### src/common/rvPkg.sv
package rvPkg;

	localparam int XLEN = 32;
	// word address width of each memory
	localparam int MEM_AW = 10;
	localparam int MEM_WORDS = 1 << MEM_AW;
	// byte address width seen by the core
	localparam int PC_W = MEM_AW + 2;
	localparam int REG_AW = 5;
	localparam int NUM_REGS = 1 << REG_AW;

	// major opcodes kept from RV32I
	typedef enum logic [6:0] {
		OP     = 7'b0110011,
		OP_IMM = 7'b0010011,
		LOAD   = 7'b0000011,
		STORE  = 7'b0100011,
		BRANCH = 7'b1100011,
		JAL    = 7'b1101111,
		SYSTEM = 7'b1110011
	} opcodeE;

	typedef enum logic [2:0] {
		ADD = 3'd0,
		SUB = 3'd1,
		AND = 3'd2,
		OR  = 3'd3,
		XOR = 3'd4,
		SLT = 3'd5
	} aluOpE;

	// all zero means no-op
	typedef struct packed {
		logic regWrite;
		logic memWrite;
		logic memRead;
		logic useImm;
		logic isBranch;
		logic isJump;
		logic isHalt;
		aluOpE aluOp;
	} ctrlT;

	typedef struct packed {
		logic valid;
		logic [MEM_AW-1:0] addr;
		logic [XLEN-1:0] data;
	} progWriteT;

	typedef struct packed {
		logic wen;
		logic [MEM_AW-1:0] addr;
		logic [XLEN-1:0] wdata;
	} dMemReqT;

	typedef struct packed {
		logic we;
		logic [REG_AW-1:0] addr;
		logic [XLEN-1:0] data;
	} rfWriteT;

	// fetch/decode -> register read
	typedef struct packed {
		logic valid;
		ctrlT ctrl;
		logic [PC_W-1:0] pcPlus4;
		logic [XLEN-1:0] imm;
		logic [REG_AW-1:0] rd;
		logic [REG_AW-1:0] rs1;
		logic [REG_AW-1:0] rs2;
	} decStageT;

	// register read -> execute
	typedef struct packed {
		logic valid;
		ctrlT ctrl;
		logic [PC_W-1:0] pcPlus4;
		logic [XLEN-1:0] imm;
		logic [REG_AW-1:0] rd;
		logic [REG_AW-1:0] rs1;
		logic [REG_AW-1:0] rs2;
		logic [XLEN-1:0] rd1;
		logic [XLEN-1:0] rd2;
	} exStageT;

	// execute -> memory/write-back
	typedef struct packed {
		logic valid;
		ctrlT ctrl;
		logic [REG_AW-1:0] rd;
		logic [XLEN-1:0] aluResult;
		logic [XLEN-1:0] storeData;
	} memStageT;

endpackage

### src/verilog/regFile.sv
module regFile (
	input logic CLK,
	input logic RSTn,
	input logic [rvPkg::REG_AW-1:0] ra1,
	input logic [rvPkg::REG_AW-1:0] ra2,
	input rvPkg::rfWriteT wr,
	output logic [rvPkg::XLEN-1:0] rd1,
	output logic [rvPkg::XLEN-1:0] rd2
);

	logic [rvPkg::XLEN-1:0] regs [rvPkg::NUM_REGS];

	always_ff @(posedge CLK) begin
		if (RSTn) begin
			for (int i = 0; i < rvPkg::NUM_REGS; i++) begin
				regs[i] <= '0;
			end
		end else if (wr.we && wr.addr != '0) begin
			regs[wr.addr] <= wr.data;
		end
	end

	// same-cycle write is seen by readers
	assign rd1 = (wr.we && wr.addr == ra1 && ra1 != '0) ? wr.data : regs[ra1];
	assign rd2 = (wr.we && wr.addr == ra2 && ra2 != '0) ? wr.data : regs[ra2];

endmodule
### config.mk
export PLATFORM = sky130hd
export DESIGN_NAME = regFile
export DESIGN_NICKNAME = d
export VERILOG_FILES = /design/src/common/rvPkg.sv /design/src/verilog/regFile.sv
export SDC_FILE = /design/constraint.sdc
export NUM_CORES = 2
export LEC_CHECK = 0
export BUFFER_PORTS_ARGS = -buffer_cell sky130_fd_sc_hd__buf_2
export CORE_ASPECT_RATIO = 1.75
export CORE_MARGIN = 10
export CORE_UTILIZATION = 58
export CTS_BUF_LIST = sky130_fd_sc_hd__clkbuf_4 sky130_fd_sc_hd__clkbuf_8 sky130_fd_sc_hd__clkbuf_16
export DETAILED_ROUTE_END_ITERATION = 16
export GPL_TIMING_DRIVEN = 0
export PLACE_DENSITY = 0.77
export SETUP_SLACK_MARGIN = 0.02
export SLEW_MARGIN = 20
export SYNTH_ARGS = -nofsm -noshare
export SYNTH_HDL_FRONTEND = slang
export SYNTH_SLANG_ARGS = --single-unit
### constraint.sdc
create_clock -name CLK -period 1.89 [get_ports CLK]
set_input_delay 0.0945 -clock CLK [delete_from_list [all_inputs] [get_ports CLK]]
set_output_delay 0.0945 -clock CLK [all_outputs]
set_load 0.02 [all_outputs]
# Yosys cells after proc, flatten, opt, wreduce, memory -nomap -nowiden
# Memories as Yosys holds them, arrays and structs flattened.
# Index checks and enable logic that the tools add are counted.
# W data, S select, Z words.
op_classes:
  eq_ne: 2
  n_mux: 10
  reduce_logical: 9
ops:
  columns: ["operator", "n"]
  rows:
  - ["$mux W32", 3]
  - ["$reduce_or A32 Y1", 1]
  - ["$reduce_bool A5 Y1", 3]
  - ["$eq A5 B5 Y1", 2]
  - ["$mux W1", 6]
  - ["$logic_and A1 B1 Y1", 5]
  - ["$mux W5", 1]
word_totals:
  register_bits: 0
  ramBits: 1024
  input_bits: 50
  output_inout_bits: 64
  mem_count: 1
memory_table:
  columns: ["name", "depth", "width", "rd", "rd_clocked_by_memory_dff", "wr", "line_no", "rtl"]
  rows:
  - ["regs", 32, 32, 2, 0, 32, "regFile.sv:11", "logic [rvPkg::XLEN-1:0] regs [rvPkg::NUM_REGS];"]

# Longest topological paths before layout
depth:
  word_depth: 7
  depth_mapped: 10
  mapped_depth_nobuf: 5

# Least setup slack after synthesis
# Ideal clock, no wire load.
synth_timing:
  path_kind: "input port to flip-flop"
  start: "input wr[36] (netlist bit)"
  end: "memory regs[5][0] (netlist bit), enable pin"
  setup_time_ns: 0.375
  arrival_time_ns: 1.592
  slack_ns: -0.076
  path_stages: 5
  path_buffers: 2
  cell_sequence: "clkbuf_1 or3b_2 clkbuf_1 nor2_1 or2_2"
synth_rtl:
  columns: ["element", "line_no", "rtl"]
  rows:
  - ["start, declared", "regFile.sv:6", "input rvPkg::rfWriteT wr,"]
  - ["end, declared", "regFile.sv:11", null]

# Final worst setup path
layout_timing:
  start: "input ra1[4] (netlist bit)"
  end: "output rd1[22] (netlist bit)"
layout_between:
  elab_chain_cells: 4
layout_rtl:
  columns: ["element", "line_no", "rtl"]
  rows:
  - ["start, declared", "regFile.sv:4", "input logic [rvPkg::REG_AW-1:0] ra1,"]
  - ["branches (longest 3 deep; another with $mem_v2 Z32 W32)", null, null]
  - ["$mux W32 (*)", "regFile.sv:24", "assign rd1 = (wr.we && wr.addr == ra1 && ra1 != '0) ? wr.data : regs[ra1];"]
  - ["end, declared", "regFile.sv:7", "output logic [rvPkg::XLEN-1:0] rd1,"]
# Mark *: on every way between the ends.

==> flow_summary.yaml <==
run_status:
  status: "complete, but fails checks"
  violations: "setup timing"
final_layout:
  top_regs: "regs: 1024 flops"
  fin_nets: 4095
  final_common_cell: "edfxtp_1"
  drive_gt1_frac: 0.3268
  areaGrowthSynthToFinish_pct: 15.23
  final_cell_mix: "edfxtp_1 (1024), and2_1 (961), mux4_2 (449)"
  regMostFlops: "regs"
  largest_reg_flops: 1024
  n_fill_cell: 6401
worst_setup_path:
  critPathKind: "input port to output pin"
  worstPathRequired_ns: 1.80
  cp-end-kind: "output pin"
  crit_start: "ra1[4]"
  cp_max_fo: 10
  cp-start-kind: "input port"
  worstPathArrival_ns: 2.71
place:
  place_congestion: 1.006
  place_ws_ns: -1.518
  numPortBuffers: 105
  dp_hpwl_mm: 135.4
pwr:
  finalPower_mw: 54.72
  power.leakage_nw: 22.62
  power_density_nw_per_um2: 856.7
  ir_drop_mv: 0.7455
yosys:
  async_reset_ff_frac: 0
  syn_area_per_cell_sq_um: 14.92
  synth-seq-area-share: 0.5548
  netlist_area_sq_um: 55430
  yosysUniqueCellTypes: 43
  ys_warn_count: 0
  netlist_instances: 3714
  synth_edf_count: 1024
  synth-seq-cells: 1024
  synthFlopType: "edfxtp_1"
detailed_routing:
  drtIter0Drc: 6199
  via_count: 38740
  wl_per_cell_um: 37.85
  vias_per_cell: 7.247
  dr.pass1.iters: 9
  ant_nets: 0
  finalWirelength_mm: 202.3
  drcViolationCount: 0
global_routing:
  grt_max_degree: 33
  antenna_found_initial: 15
  globalRouteOverflowTotal: 0
  first_global_vias: 39100
  track_usage: 0.3739
  grt_pass1_wl_mm: 281.1
sta:
  drv_slew: 0
  hold_viol: 0
  period_share: 1.486
  tightest_slew_ns: 1.142
  rsz0062_at_grt: "yes"
  slew_headroom: 0.2389
  fin_crit_ns: 2.808
  worst_slack_ns: -0.9183
  setup_violations: 248
  hold_slack_ns: 0.08296
  fmax_mhz: 356.1
  tns_ns: -55.13
floorplan:
  die_y_um: 429.0
  placementRows: 150
  boundaryPins: 114
  core_sq_um: 95150
  die_area_sq_um: 108800
  die_x_um: 253.7
  start_util: 0.5825
clock_network:
  cts_tree: "built"
  cts_sinks: 1024
  cts_buffer_depth: 3
  clk_pin_slew_ns: 0.07
  htreeDepth: 3
  root_buffer: "clkbuf_16"
  cts_buffers: 87
flow_run:
  drv_cap: 0
hold_path:
  hold_end: "regs[29][30]"
  hold_path_class: "input port to register"
  hp-start: "wr[34]"
  hold_depth: 3
worst max path at each step:
stage / to / cells past startpoint
4_1_cts: rd1[29] / 6
5_1_grt: rd1[30] / 6
6_report: rd1[22] / 9
2_1_floorplan: regs[10][0] / 5
3_5_place_dp: rd2[17] / 8
3_3_place_gp: rd2[17] / 9
stage by stage:
step | util | cells | area [sq um]
6_report | 0.6712 | 5345 | 63870
5_1_grt | 0.6711 | 5339 | 63860
4_1_cts | 0.6622 | 5308 | 63010
3_5_place_dp | 0.6060 | 5067 | 57670
3_3_place_gp | 0.6055 | 5066 | 57610
2_1_floorplan | - | 3745 | 55570
worst max-delay path, cell delays in order:
cell and delay [ns]:
buf_2 0.16, clkbuf_2 0.44, or3_1 0.19, clkbuf_1 0.28, clkbuf_1 0.65, o22ai_1 0.19, nor3_2 0.27, a22o_1 0.27
buf_6 0.15
area by class of cell:
cell class,count,area [sq um],area share
inverter,1,3.754,0.00005877
timing repair buffer,187,1663,0.02603
clock buffer,94,2230,0.03491
buffer,407,2178,0.03411
clock inverter,66,679.4,0.01064
antenna,13,32.53,0.0005093
multi-input combinational,2337,24810,0.3885
tap,1216,1521,0.02382
sequential,1024,30750,0.4814
layer usage:
metal	share of wire	up-vias	global-route usage
met5	0.00010	-	0.004080
met4	0.091	2	0.2808
met3	0.13	1031	0.1218
met2	0.48	3517	0.5943
met1	0.30	19270	0.4136
li1	-	14920	-
kinds of logic (layout without fill, tap and decap cells):
| group | after synthesis | in the layout | share of synthesized area |
|---|---|---|---|
| and+or+nand+nor | 1273 | 1299 | 0.1379 |
| xor gates and xnor gates | 9 | 9 | 0.001558 |
| muxes | 737 | 737 | 0.2366 |
| other | 1 | 45 | 0.00006765 |
| DFF | 1024 | 1024 | 0.5548 |
| buffers and inverters | 410 | 755 | 0.03451 |
| AOI/OAI and AO/OA | 260 | 260 | 0.03460 |
cell usage after synthesis, drive strengths merged, types with 5 or more instances:
cell type / count / area, sq um
edfxtp: 1024 / 30750
and2: 961 / 6012
mux4: 449 / 10110
clkbuf: 276 / 1036
mux2i: 194 / 1942
buf: 133 / 873.3
nand2: 98 / 367.9
o22ai: 95 / 594.3
mux2: 94 / 1059
nand3: 65 / 325.3
nor3: 63 / 450.4
nor2: 35 / 138.9
a21oi: 33 / 165.2
a211oi: 32 / 240.2
or2: 32 / 200.2
a22o: 31 / 271.5
o211a: 31 / 310.3
o221ai: 31 / 271.5
nand3b: 6 / 45.04
xor2: 5 / 43.79
what timing repair did:
action	CTS	global route
pin swaps	81	57
gates cloned	26	0
resized for setup	492	179
hold endpoints to repair	35	0
endpoints found under the setup margin	1386	1100
hold buffers	33	0
buffers inserted	23	25
power breakdown:
group	internal [mW]	leakage [nW]	switching (mW)
Combinational	3.76	11.5	5.01
Sequential	26.2	9.75	0.658
Clock	10.1	1.42	8.93
Power figures use the tool's default switching activity.
