**src/common/rvPkg.sv**
```systemverilog
package rvPkg;

	localparam int XLEN = 32;
	// word address width of each memory
	localparam int MEM_AW = 10;
	localparam int MEM_WORDS = 1 << MEM_AW;
	// byte address width seen by the core
	localparam int PC_W = MEM_AW + 2;
	localparam int REG_AW = 5;
	localparam int NUM_REGS = 1 << REG_AW;

	// major opcodes kept from RV32I
	typedef enum logic [6:0] {
		OP     = 7'b0110011,
		OP_IMM = 7'b0010011,
		LOAD   = 7'b0000011,
		STORE  = 7'b0100011,
		BRANCH = 7'b1100011,
		JAL    = 7'b1101111,
		SYSTEM = 7'b1110011
	} opcodeE;

	typedef enum logic [2:0] {
		ADD = 3'd0,
		SUB = 3'd1,
		AND = 3'd2,
		OR  = 3'd3,
		XOR = 3'd4,
		SLT = 3'd5
	} aluOpE;

	// all zero means no-op
	typedef struct packed {
		logic regWrite;
		logic memWrite;
		logic memRead;
		logic useImm;
		logic isBranch;
		logic isJump;
		logic isHalt;
		aluOpE aluOp;
	} ctrlT;

	typedef struct packed {
		logic valid;
		logic [MEM_AW-1:0] addr;
		logic [XLEN-1:0] data;
	} progWriteT;

	typedef struct packed {
		logic wen;
		logic [MEM_AW-1:0] addr;
		logic [XLEN-1:0] wdata;
	} dMemReqT;

	typedef struct packed {
		logic we;
		logic [REG_AW-1:0] addr;
		logic [XLEN-1:0] data;
	} rfWriteT;

	// fetch/decode -> register read
	typedef struct packed {
		logic valid;
		ctrlT ctrl;
		logic [PC_W-1:0] pcPlus4;
		logic [XLEN-1:0] imm;
		logic [REG_AW-1:0] rd;
		logic [REG_AW-1:0] rs1;
		logic [REG_AW-1:0] rs2;
	} decStageT;

	// register read -> execute
	typedef struct packed {
		logic valid;
		ctrlT ctrl;
		logic [PC_W-1:0] pcPlus4;
		logic [XLEN-1:0] imm;
		logic [REG_AW-1:0] rd;
		logic [REG_AW-1:0] rs1;
		logic [REG_AW-1:0] rs2;
		logic [XLEN-1:0] rd1;
		logic [XLEN-1:0] rd2;
	} exStageT;

	// execute -> memory/write-back
	typedef struct packed {
		logic valid;
		ctrlT ctrl;
		logic [REG_AW-1:0] rd;
		logic [XLEN-1:0] aluResult;
		logic [XLEN-1:0] storeData;
	} memStageT;

endpackage

```
**src/core/rvCore.sv**
```systemverilog
module rvCore (
	input logic CLK,
	input logic RSTn,

	// instruction memory
	output logic [rvPkg::PC_W-1:0] iMemAddr,
	input logic [rvPkg::XLEN-1:0] iMemData,

	// data memory
	output rvPkg::dMemReqT dMemReq,
	input logic [rvPkg::XLEN-1:0] dMemRdata,

	// register file
	output logic [rvPkg::REG_AW-1:0] rfRa1,
	output logic [rvPkg::REG_AW-1:0] rfRa2,
	input logic [rvPkg::XLEN-1:0] rfRd1,
	input logic [rvPkg::XLEN-1:0] rfRd2,
	output rvPkg::rfWriteT rfWrite,

	output logic halt,
	output logic [31:0] numInst
);

	logic [rvPkg::PC_W-1:0] pc;
	rvPkg::decStageT decStage;
	rvPkg::exStageT exStage;
	rvPkg::memStageT memStage;

	rvPkg::ctrlT decCtrl;
	logic [rvPkg::XLEN-1:0] decImm;
	logic [rvPkg::XLEN-1:0] aluResult;
	logic [rvPkg::XLEN-1:0] storeData;
	logic redirect;
	logic takeRedirect;
	logic [rvPkg::PC_W-1:0] target;
	logic retire;
	logic haltNow;
	logic freeze;

	// stage 1: fetch and decode
	assign iMemAddr = pc;

	rvDecode decode_i (
		.instr(iMemData),
		.ctrl(decCtrl),
		.imm(decImm)
	);

	// stage 2: register read
	assign rfRa1 = decStage.rs1;
	assign rfRa2 = decStage.rs2;

	// stage 3: execute
	rvExecute execute_i (
		.ctrl(exStage.ctrl),
		.pcPlus4(exStage.pcPlus4),
		.imm(exStage.imm),
		.rs1(exStage.rs1),
		.rs2(exStage.rs2),
		.rd1(exStage.rd1),
		.rd2(exStage.rd2),
		.wbFwd(rfWrite),
		.aluResult(aluResult),
		.storeData(storeData),
		.redirect(redirect),
		.target(target)
	);

	assign takeRedirect = exStage.valid & redirect;

	// stage 4: memory and write-back
	assign retire = memStage.valid & ~halt;
	assign haltNow = retire & memStage.ctrl.isHalt;
	// ebreak in stage 4 stops everything behind it
	assign freeze = halt | haltNow;

	assign dMemReq.wen = retire & memStage.ctrl.memWrite;
	assign dMemReq.addr = memStage.aluResult[rvPkg::MEM_AW+1:2];
	assign dMemReq.wdata = memStage.storeData;

	assign rfWrite.we = retire & memStage.ctrl.regWrite;
	assign rfWrite.addr = memStage.rd;
	assign rfWrite.data = memStage.ctrl.memRead ? dMemRdata : memStage.aluResult;

	always_ff @(posedge CLK) begin
		if (RSTn) begin
			pc <= '0;
			decStage.valid <= 1'b0;
			exStage.valid <= 1'b0;
			memStage.valid <= 1'b0;
		end else if (!freeze) begin
			pc <= takeRedirect ? target : pc + rvPkg::PC_W'(4);

			// two younger slots are dropped on a taken redirect
			decStage.valid <= ~takeRedirect;
			decStage.ctrl <= decCtrl;
			decStage.pcPlus4 <= pc + rvPkg::PC_W'(4);
			decStage.imm <= decImm;
			decStage.rd <= iMemData[11:7];
			decStage.rs1 <= iMemData[19:15];
			decStage.rs2 <= iMemData[24:20];

			exStage.valid <= decStage.valid & ~takeRedirect;
			exStage.ctrl <= decStage.ctrl;
			exStage.pcPlus4 <= decStage.pcPlus4;
			exStage.imm <= decStage.imm;
			exStage.rd <= decStage.rd;
			exStage.rs1 <= decStage.rs1;
			exStage.rs2 <= decStage.rs2;
			exStage.rd1 <= rfRd1;
			exStage.rd2 <= rfRd2;

			memStage.valid <= exStage.valid;
			memStage.ctrl <= exStage.ctrl;
			memStage.rd <= exStage.rd;
			memStage.aluResult <= aluResult;
			memStage.storeData <= storeData;
		end
	end

	always_ff @(posedge CLK) begin
		if (RSTn) begin
			halt <= 1'b0;
			numInst <= '0;
		end else begin
			if (haltNow) begin
				halt <= 1'b1;
			end
			// ebreak counts too
			if (retire) begin
				numInst <= numInst + 32'd1;
			end
		end
	end

endmodule

```
**src/core/rvDecode.sv**
```systemverilog
module rvDecode (
	input logic [rvPkg::XLEN-1:0] instr,
	output rvPkg::ctrlT ctrl,
	output logic [rvPkg::XLEN-1:0] imm
);

	logic [6:0] opcode;
	logic [2:0] funct3;
	logic [6:0] funct7;
	logic [rvPkg::REG_AW-1:0] rd;
	logic [rvPkg::XLEN-1:0] immI;
	logic [rvPkg::XLEN-1:0] immS;
	logic [rvPkg::XLEN-1:0] immB;
	logic [rvPkg::XLEN-1:0] immJ;

	assign opcode = instr[6:0];
	assign funct3 = instr[14:12];
	assign funct7 = instr[31:25];
	assign rd = instr[11:7];

	// sign-extended immediates per format
	assign immI = {{20{instr[31]}}, instr[31:20]};
	assign immS = {{20{instr[31]}}, instr[31:25], instr[11:7]};
	assign immB = {{19{instr[31]}}, instr[31], instr[7], instr[30:25], instr[11:8], 1'b0};
	assign immJ = {{11{instr[31]}}, instr[31], instr[19:12], instr[20], instr[30:21], 1'b0};

	always_comb begin
		ctrl = '0;
		imm = '0;
		case (opcode)
			rvPkg::OP: begin
				ctrl.regWrite = 1'b1;
				case ({funct7, funct3})
					{7'b0000000, 3'b000}: ctrl.aluOp = rvPkg::ADD;
					{7'b0100000, 3'b000}: ctrl.aluOp = rvPkg::SUB;
					{7'b0000000, 3'b111}: ctrl.aluOp = rvPkg::AND;
					{7'b0000000, 3'b110}: ctrl.aluOp = rvPkg::OR;
					{7'b0000000, 3'b100}: ctrl.aluOp = rvPkg::XOR;
					{7'b0000000, 3'b010}: ctrl.aluOp = rvPkg::SLT;
					default: ctrl = '0;
				endcase
			end
			rvPkg::OP_IMM: begin
				// only addi
				if (funct3 == 3'b000) begin
					ctrl.regWrite = 1'b1;
					ctrl.useImm = 1'b1;
					imm = immI;
				end
			end
			rvPkg::LOAD: begin
				if (funct3 == 3'b010) begin
					ctrl.regWrite = 1'b1;
					ctrl.memRead = 1'b1;
					ctrl.useImm = 1'b1;
					imm = immI;
				end
			end
			rvPkg::STORE: begin
				if (funct3 == 3'b010) begin
					ctrl.memWrite = 1'b1;
					ctrl.useImm = 1'b1;
					imm = immS;
				end
			end
			rvPkg::BRANCH: begin
				// beq only
				if (funct3 == 3'b000) begin
					ctrl.isBranch = 1'b1;
					ctrl.aluOp = rvPkg::SUB;
					imm = immB;
				end
			end
			rvPkg::JAL: begin
				ctrl.regWrite = 1'b1;
				ctrl.isJump = 1'b1;
				imm = immJ;
			end
			rvPkg::SYSTEM: begin
				if (instr == 32'h00100073) begin
					ctrl.isHalt = 1'b1;
				end
			end
			default: ctrl = '0;
		endcase
		// x0 stays zero
		if (rd == '0) begin
			ctrl.regWrite = 1'b0;
		end
	end

endmodule

```
**src/core/rvExecute.sv**
```systemverilog
module rvExecute (
	input rvPkg::ctrlT ctrl,
	input logic [rvPkg::PC_W-1:0] pcPlus4,
	input logic [rvPkg::XLEN-1:0] imm,
	input logic [rvPkg::REG_AW-1:0] rs1,
	input logic [rvPkg::REG_AW-1:0] rs2,
	input logic [rvPkg::XLEN-1:0] rd1,
	input logic [rvPkg::XLEN-1:0] rd2,
	input rvPkg::rfWriteT wbFwd,
	output logic [rvPkg::XLEN-1:0] aluResult,
	output logic [rvPkg::XLEN-1:0] storeData,
	output logic redirect,
	output logic [rvPkg::PC_W-1:0] target
);

	logic [rvPkg::XLEN-1:0] opA;
	logic [rvPkg::XLEN-1:0] opRs2;
	logic [rvPkg::XLEN-1:0] opB;
	logic [rvPkg::XLEN-1:0] aluOut;

	// bypass from the instruction in stage 4
	assign opA = (wbFwd.we && wbFwd.addr == rs1) ? wbFwd.data : rd1;
	assign opRs2 = (wbFwd.we && wbFwd.addr == rs2) ? wbFwd.data : rd2;
	assign opB = ctrl.useImm ? imm : opRs2;

	always_comb begin
		case (ctrl.aluOp)
			rvPkg::ADD: aluOut = opA + opB;
			rvPkg::SUB: aluOut = opA - opB;
			rvPkg::AND: aluOut = opA & opB;
			rvPkg::OR: aluOut = opA | opB;
			rvPkg::XOR: aluOut = opA ^ opB;
			rvPkg::SLT: aluOut = {{(rvPkg::XLEN-1){1'b0}}, $signed(opA) < $signed(opB)};
			default: aluOut = '0;
		endcase
	end

	// jal links the return address
	assign aluResult = ctrl.isJump ? {{(rvPkg::XLEN-rvPkg::PC_W){1'b0}}, pcPlus4} : aluOut;
	assign storeData = opRs2;

	assign redirect = (ctrl.isBranch && opA == opRs2) || ctrl.isJump;
	// own pc plus offset
	assign target = pcPlus4 - rvPkg::PC_W'(4) + imm[rvPkg::PC_W-1:0];

endmodule

```
**config.mk**
```make
export PLATFORM = sky130hd
export DESIGN_NAME = rvCore
export DESIGN_NICKNAME = d
export VERILOG_FILES = /design/src/common/rvPkg.sv /design/src/core/rvCore.sv /design/src/core/rvDecode.sv /design/src/core/rvExecute.sv
export SDC_FILE = /design/constraint.sdc
export NUM_CORES = 1
export LEC_CHECK = 0
export ABC_AREA = 0
export BUFFER_PORTS_ARGS = -buffer_cell sky130_fd_sc_hd__buf_2
export CAP_MARGIN = 40
export CORE_MARGIN = 10
export CORE_UTILIZATION = 57
export CTS_CLUSTER_SIZE = 16
export DETAILED_ROUTE_END_ITERATION = 10
export GPL_TIMING_DRIVEN = 0
export PLACE_DENSITY = 0.79
export SYNTH_ARGS = -nofsm -noshare
export SYNTH_HDL_FRONTEND = slang
export SYNTH_SLANG_ARGS = --single-unit
```
**constraint.sdc**
```tcl
create_clock -name CLK -period 11 [get_ports CLK]
set_input_delay 2.75 -clock CLK [delete_from_list [all_inputs] [get_ports CLK]]
set_output_delay 2.75 -clock CLK [all_outputs]
set_load 0.03 [all_outputs]
```
Yosys cells after proc, flatten, opt, wreduce, memory -nomap -nowiden
Cells that the tools add are included.

word-level totals
  bits of input ports = 130
  memories = 0
  word-level logic and storage cells = 122
  register bits after elaboration = 323
  memory bits (writable) = 0
  ROM bits = 0
  bits in latches = 0

cells by class
  add/subtract/negate cells = 6
  bitwise operators = 14
  multiply operators = 0
  reduce and logical (&&, ||, !) cells = 10
  mux-type cells = 27
  order comparisons = 1
  shifts and indexed selects = 0
  equality and inequality tests = 22
  div/mod/pow operators = 0

operator list
  cell                   number
  $mux 32                8
  $pmux 32 s6            1
  $pmux 32 s5            1
  $add 32x1->32 const B  1
  $add 32x32->32         1
  $and 32x32->32         1
  $eq 32x21->1 const B   1
  $eq 32x32->1           1
  $lt 32x32->1           1
  $or 32x32->32          1
  $sub 32x32->32         1
  $xor 32x32->32         1
  $eq 10x3->1 const B    3
  $mux 12                2
  $eq 7x7->1 const B     3
  $pmux 3 s5             1
  $eq 7x6->1 const B     2
  $add 12x12->12         1
  $add 12x3->12 const B  1
  $sub 12x3->12 const B  1
  $eq 10x2->1 const B    1
  $eq 10x9->1 const B    1
  $eq 5x5->1             2
  $logic_not 10->1       1
  other kinds (20)       42

Depth between registers and ports, before layout
  word-level depth = 11
  gate-level depth with buffers = 22
  mapped depth without buffers = 19

Hierarchy
From an unflattened synthesis, not the netlist that was laid out.

unflattened totals
  cell total of the unflattened synthesis = 1,902
  area total of the unflattened synthesis = 20,036.7 um^2

by module, submodules not included
  module     cells each  times used  seq. area each (um^2)  area each (um^2)
  rvCore     660         1           9,218.8                11,491.0
  rvExecute  1,149       1           0.0                    7,866.3
  rvDecode   93          1           0.0                    679.4

Least setup slack after synthesis
OpenSTA, ideal clock, no wires.

  path type = input -> register
  start = in RSTn
  end = reg pc (netlist bit iMemAddr[3])
  buffers on the path = 1
  data required time = 10.902 ns
  setup time = 0.098 ns
  arrival time = 8.597 ns
  stages = 5
  path slack = 2.306 ns
  path through = clkbuf_1 nand2b_1 inv_1 a32oi_1 o211ai_1

RTL lines
  element                 line          RTL
  start: declaration      rvCore.sv:3   input logic RSTn,
  end signal: assignment  rvCore.sv:92  pc <= takeRedirect ? target : pc + rvPkg::PC_W'(4);
  end: declaration        rvCore.sv:24  logic [rvPkg::PC_W-1:0] pc;

Worst setup path after layout
  start = in dMemRdata[17] in the netlist's numbering
  end = reg memStage[59] in the netlist's numbering, data pin

between the ends
  cells in the longest elaborated chain, start to end = 5
  elaborated cells on any way between the ends = 7
  classes of those cells = add/sub (2); mux (5)

ends and longest elaborated chain
  element                                           line                              RTL
  start: declaration                                rvCore.sv:11                      input logic [rvPkg::XLEN-1:0] dMemRdata,
  $mux 32 *                                         rvCore.sv:83                      assign rfWrite.data = memStage.ctrl.memRead ? dMemRdata : memStage.aluResult;
  $mux 32                                           rvExecute.sv:23                   assign opRs2 = (wbFwd.we && wbFwd.addr == rs2) ? wbFwd.data : rd2;
  $mux 32                                           rvExecute.sv:24                   assign opB = ctrl.useImm ? imm : opRs2;
  $sub 32x32->32 or $add 32x32->32 (tied branches)  rvExecute.sv:29, rvExecute.sv:28
  $pmux 32 s6 *                                     rvExecute.sv:27                   case (ctrl.aluOp)
  end: declaration                                  rvCore.sv:27                      rvPkg::memStageT memStage;

Mark *: on every way between the ends. The rest lies on a longest branch, timed or not.
A chain may end at the register's enable or synchronous reset.

==> impl_metrics.yaml <==
logic_synthesis:
  synthCells: 1989
  synth_edf_count: 253
  synthMuxAreaShare: 0.0252
  synth_warnings: 0
  yosys.area_share.adder: 0.0826
  synthArstFlopShare: 0
  synth_top_family_by_area: "compound AO/OA/AOI/OAI gates"
  synth-compound-area-share: 0.165
  yosysSeqAreaShare: 0.449
  synth-seq-cells: 301
  synthFlopType: "edfxtp_1"
  avgSynthCellArea_um2: 9.58
  synthSimpleGateAreaFrac: 0.145
  synthXorXnorAreaFrac: 0.0524
  synth_cell_type_count: 76
  syn_nets: 2243
  synth_area_um2: 19100
final_layout:
  area_delta_synth_final_pct: 16.1
  fin_util: 0.675
  fillCellCount: 2631
  diodes: 0
  ff_latch_area_um2: 8560
  mostFrequentLayoutCells: "buf_2 (270), edfxtp_1 (253), inv_1 (184), nor2_1 (158), a21oi_1 (144)"
  multiInputGateArea_um2: 8960
  drive_gt1_frac: 0.187
  final_common_cell: "buf_2"
  fin_nets: 2551
route:
  post-route-drc-count: 0
  drtIter0Drc: 1773
  dr.pass1.iters: 6
  vias_per_cell: 6.15
  wl_met1_mm: 25.6
  finalWirelength_mm: 69.5
  highest_layer: "met4"
  wl_per_cell_um: 25.1
  wl_met3_mm: 6.21
  drt.antenna.violating_nets: 0
  route.met2.wl_mm: 32.6
  num_vias: 17000
power_and_ir_drop:
  power.density_nw_per_um2: 155
  p_comb_frac: 0.278
  p_leak_nw: 9.35
  seqPwrFrac: 0.403
  clock_power_share: 0.319
  p_switching_w: 0.00117
  internal_power_w: 0.00227
  switching_share: 0.339
  vdd_drop_max_mv: 0.156
sta:
  worst_slew_pin_slew_ns: 1.07
  fin_skew_ns: 0.0161
  finalSetupTns_ns: 0
  timing.hold.ws_ns: 0.416
  fmax_mhz: 135
  setup_viol: 0
  maxSlewHeadroom: 0.279
  post-route-period-util: 0.676
  finalCriticalPeriod_ns: 7.43
  rsz0062_at_grt: "no"
  drv_slew: 0
  finalHoldViolCount: 0
critical_path:
  reg2reg_from: "halt"
  r2r_end: "memStage[59]"
  cp-start-kind: "primary input"
  crit_fanout: 10
  rrSetupSlack_ns: 3.69
  crit_end: "memStage[59]"
  crit_type: "primary input to flip-flop"
  cp.required_ns: 11.24
  crit_start: "dMemRdata[17]"
  reg2regPathDepth: 20
  end_kind: "flip-flop"
  worstPathArrival_ns: 7.68
run:
  cap_violations: 0
grt:
  gr-total-overflow: 0
  grt_pass1_vias: 16700
  grt_pass1_wl_mm: 101
  gr-usage-all-layers: 0.324
  antenna_found_initial: 0
  grt_start_max_net_pins: 140
clocking:
  postCtsHoldBufs: 0
  cts_resized: 0
  clk_pin_slew_ns: 0.06
  h-tree-depth: 2
  cts_setup_buffers: 0
  clkLatencyLatePin_ns: 0.55
  clkSinkCount: 301
  cts_buffer_depth: 3
  tritoncts: "yes"
  cts_buffers: 34
  clockRootBuffer: "clkbuf_16"
status:
  status: "finished, final reports clean"
floorplanning:
  die_x_um: 203
  core_area_um2: 32800
  die_h_um: 203
  die_area_um2: 41200
  start_util: 0.581
  boundaryPins: 266
  rows: 66
placed_design:
  port_buffers: 262
  dpl.hpwl_mm: 52.7
  place_congestion: 1.07
hold_path:
  hold_class: "flip-flop to flip-flop"
[registers in the layout, indices dropped and copies added, names as in the netlist]
name and cells:
rfRa2 5, decStage 49, numInst 32, iMemAddr 12
memStage 27, exStage 123, rfRa1 5, rfWrite 5
dMemReq 42, halt 1
[layer usage]
layer  vias up  global-route usage
met3       246              0.0623
li1       7672                   -
met1      8076               0.384
met4         0               0.201
met5         -                   0
met2      1005               0.535
[critical path: stages]
cell and delay (ns):
buf_2 0.10, mux2i_1 0.33, nor3_1 0.09, a21oi_1 0.57, o21ai_0 0.23, ha_1 0.33
clkbuf_1 0.24, and4_1 0.30, a21oi_1 0.13, o21ai_0 0.22, a221o_1 0.41, a2111oi_0 0.63
nor2_1 0.32, a31oi_1 0.30, a21oi_1 0.10, o31ai_1 0.61
[through the flow]
stage	total power [W]	std cells	worst slack [ns]	area [um2]
6_report	0.00344	2765	3.57	22100
5_1_grt	0.00356	2765	3.38	22100
4_1_cts	0.00342	2763	3.64	22100
3_5_place_dp	0.00233	2701	3.09	21000
3_3_place_gp	0.00233	2693	0.523	20900
2_1_floorplan	0.00203	1989	2.31	19100
[cell usage after synthesis (24+ instances only)]
cell type,count,share of area
a21oi_1,144,0.038
inv_1,185,0.036
or3_1,24,0.0079
xor2_1,37,0.017
nand3_1,54,0.014
nor2_1,158,0.031
edfxtp_1,253,0.40
o211ai_1,28,0.011
nand2_1,128,0.025
ha_1,121,0.079
o21ai_0,121,0.032
nor3_1,49,0.013
and2_1,37,0.012
xnor2_1,77,0.035
a21o_1,34,0.013
nand4_1,24,0.0079
clkbuf_1,87,0.017
buf_4,59,0.023
dfxtp_1,48,0.050
[power by group through the flow]
stage,clock network [W],logic (W),registers (W)
floorplan,0,0.000616,0.00141
global placement,0,0.000906,0.00143
detailed placement,0,0.000922,0.00141
CTS,0.00111,0.000930,0.00138
global route,0.00115,0.00102,0.00139
finish,0.00109,0.000955,0.00139
[worst min path at each step]
stage / from / end / slack (ns) / cells after the start
after detailed placement: decStage[59] / exStage[123] / 0.40 / 0
final: decStage[59] / exStage[123] / 0.42 / 0
after CTS: decStage[51] / exStage[115] / 0.41 / 0
after global routing: decStage[59] / exStage[123] / 0.42 / 0
after global placement: decStage[49] / exStage[113] / 0.40 / 0
after floorplan: decStage[45] / exStage[109] / 0.40 / 0
[cell type report]
type	instances	area share
plain buffers	158	0.0375
inverters	190	0.0326
multi-input cells	1340	0.405
flip-flops and latches	301	0.387
clock buffers	41	0.0401
well taps	442	0.0250
repair buffers	272	0.0643
clock inverters	21	0.00865
[cells by family (layout without fill, tap and decap cells)]
logic type               count (synthesis)  in the layout
buffers and inverters                  348            682
adder cells (fa/ha/maj)                124            124
AO/OA/AOI/OAI                          494            494
AND/OR/NAND/NOR                        564            564
flip-flops                             301            301
XOR/XNOR                               114            114
multiplexers                            44             44
Note: power is estimated with default switching activity, not from simulation.
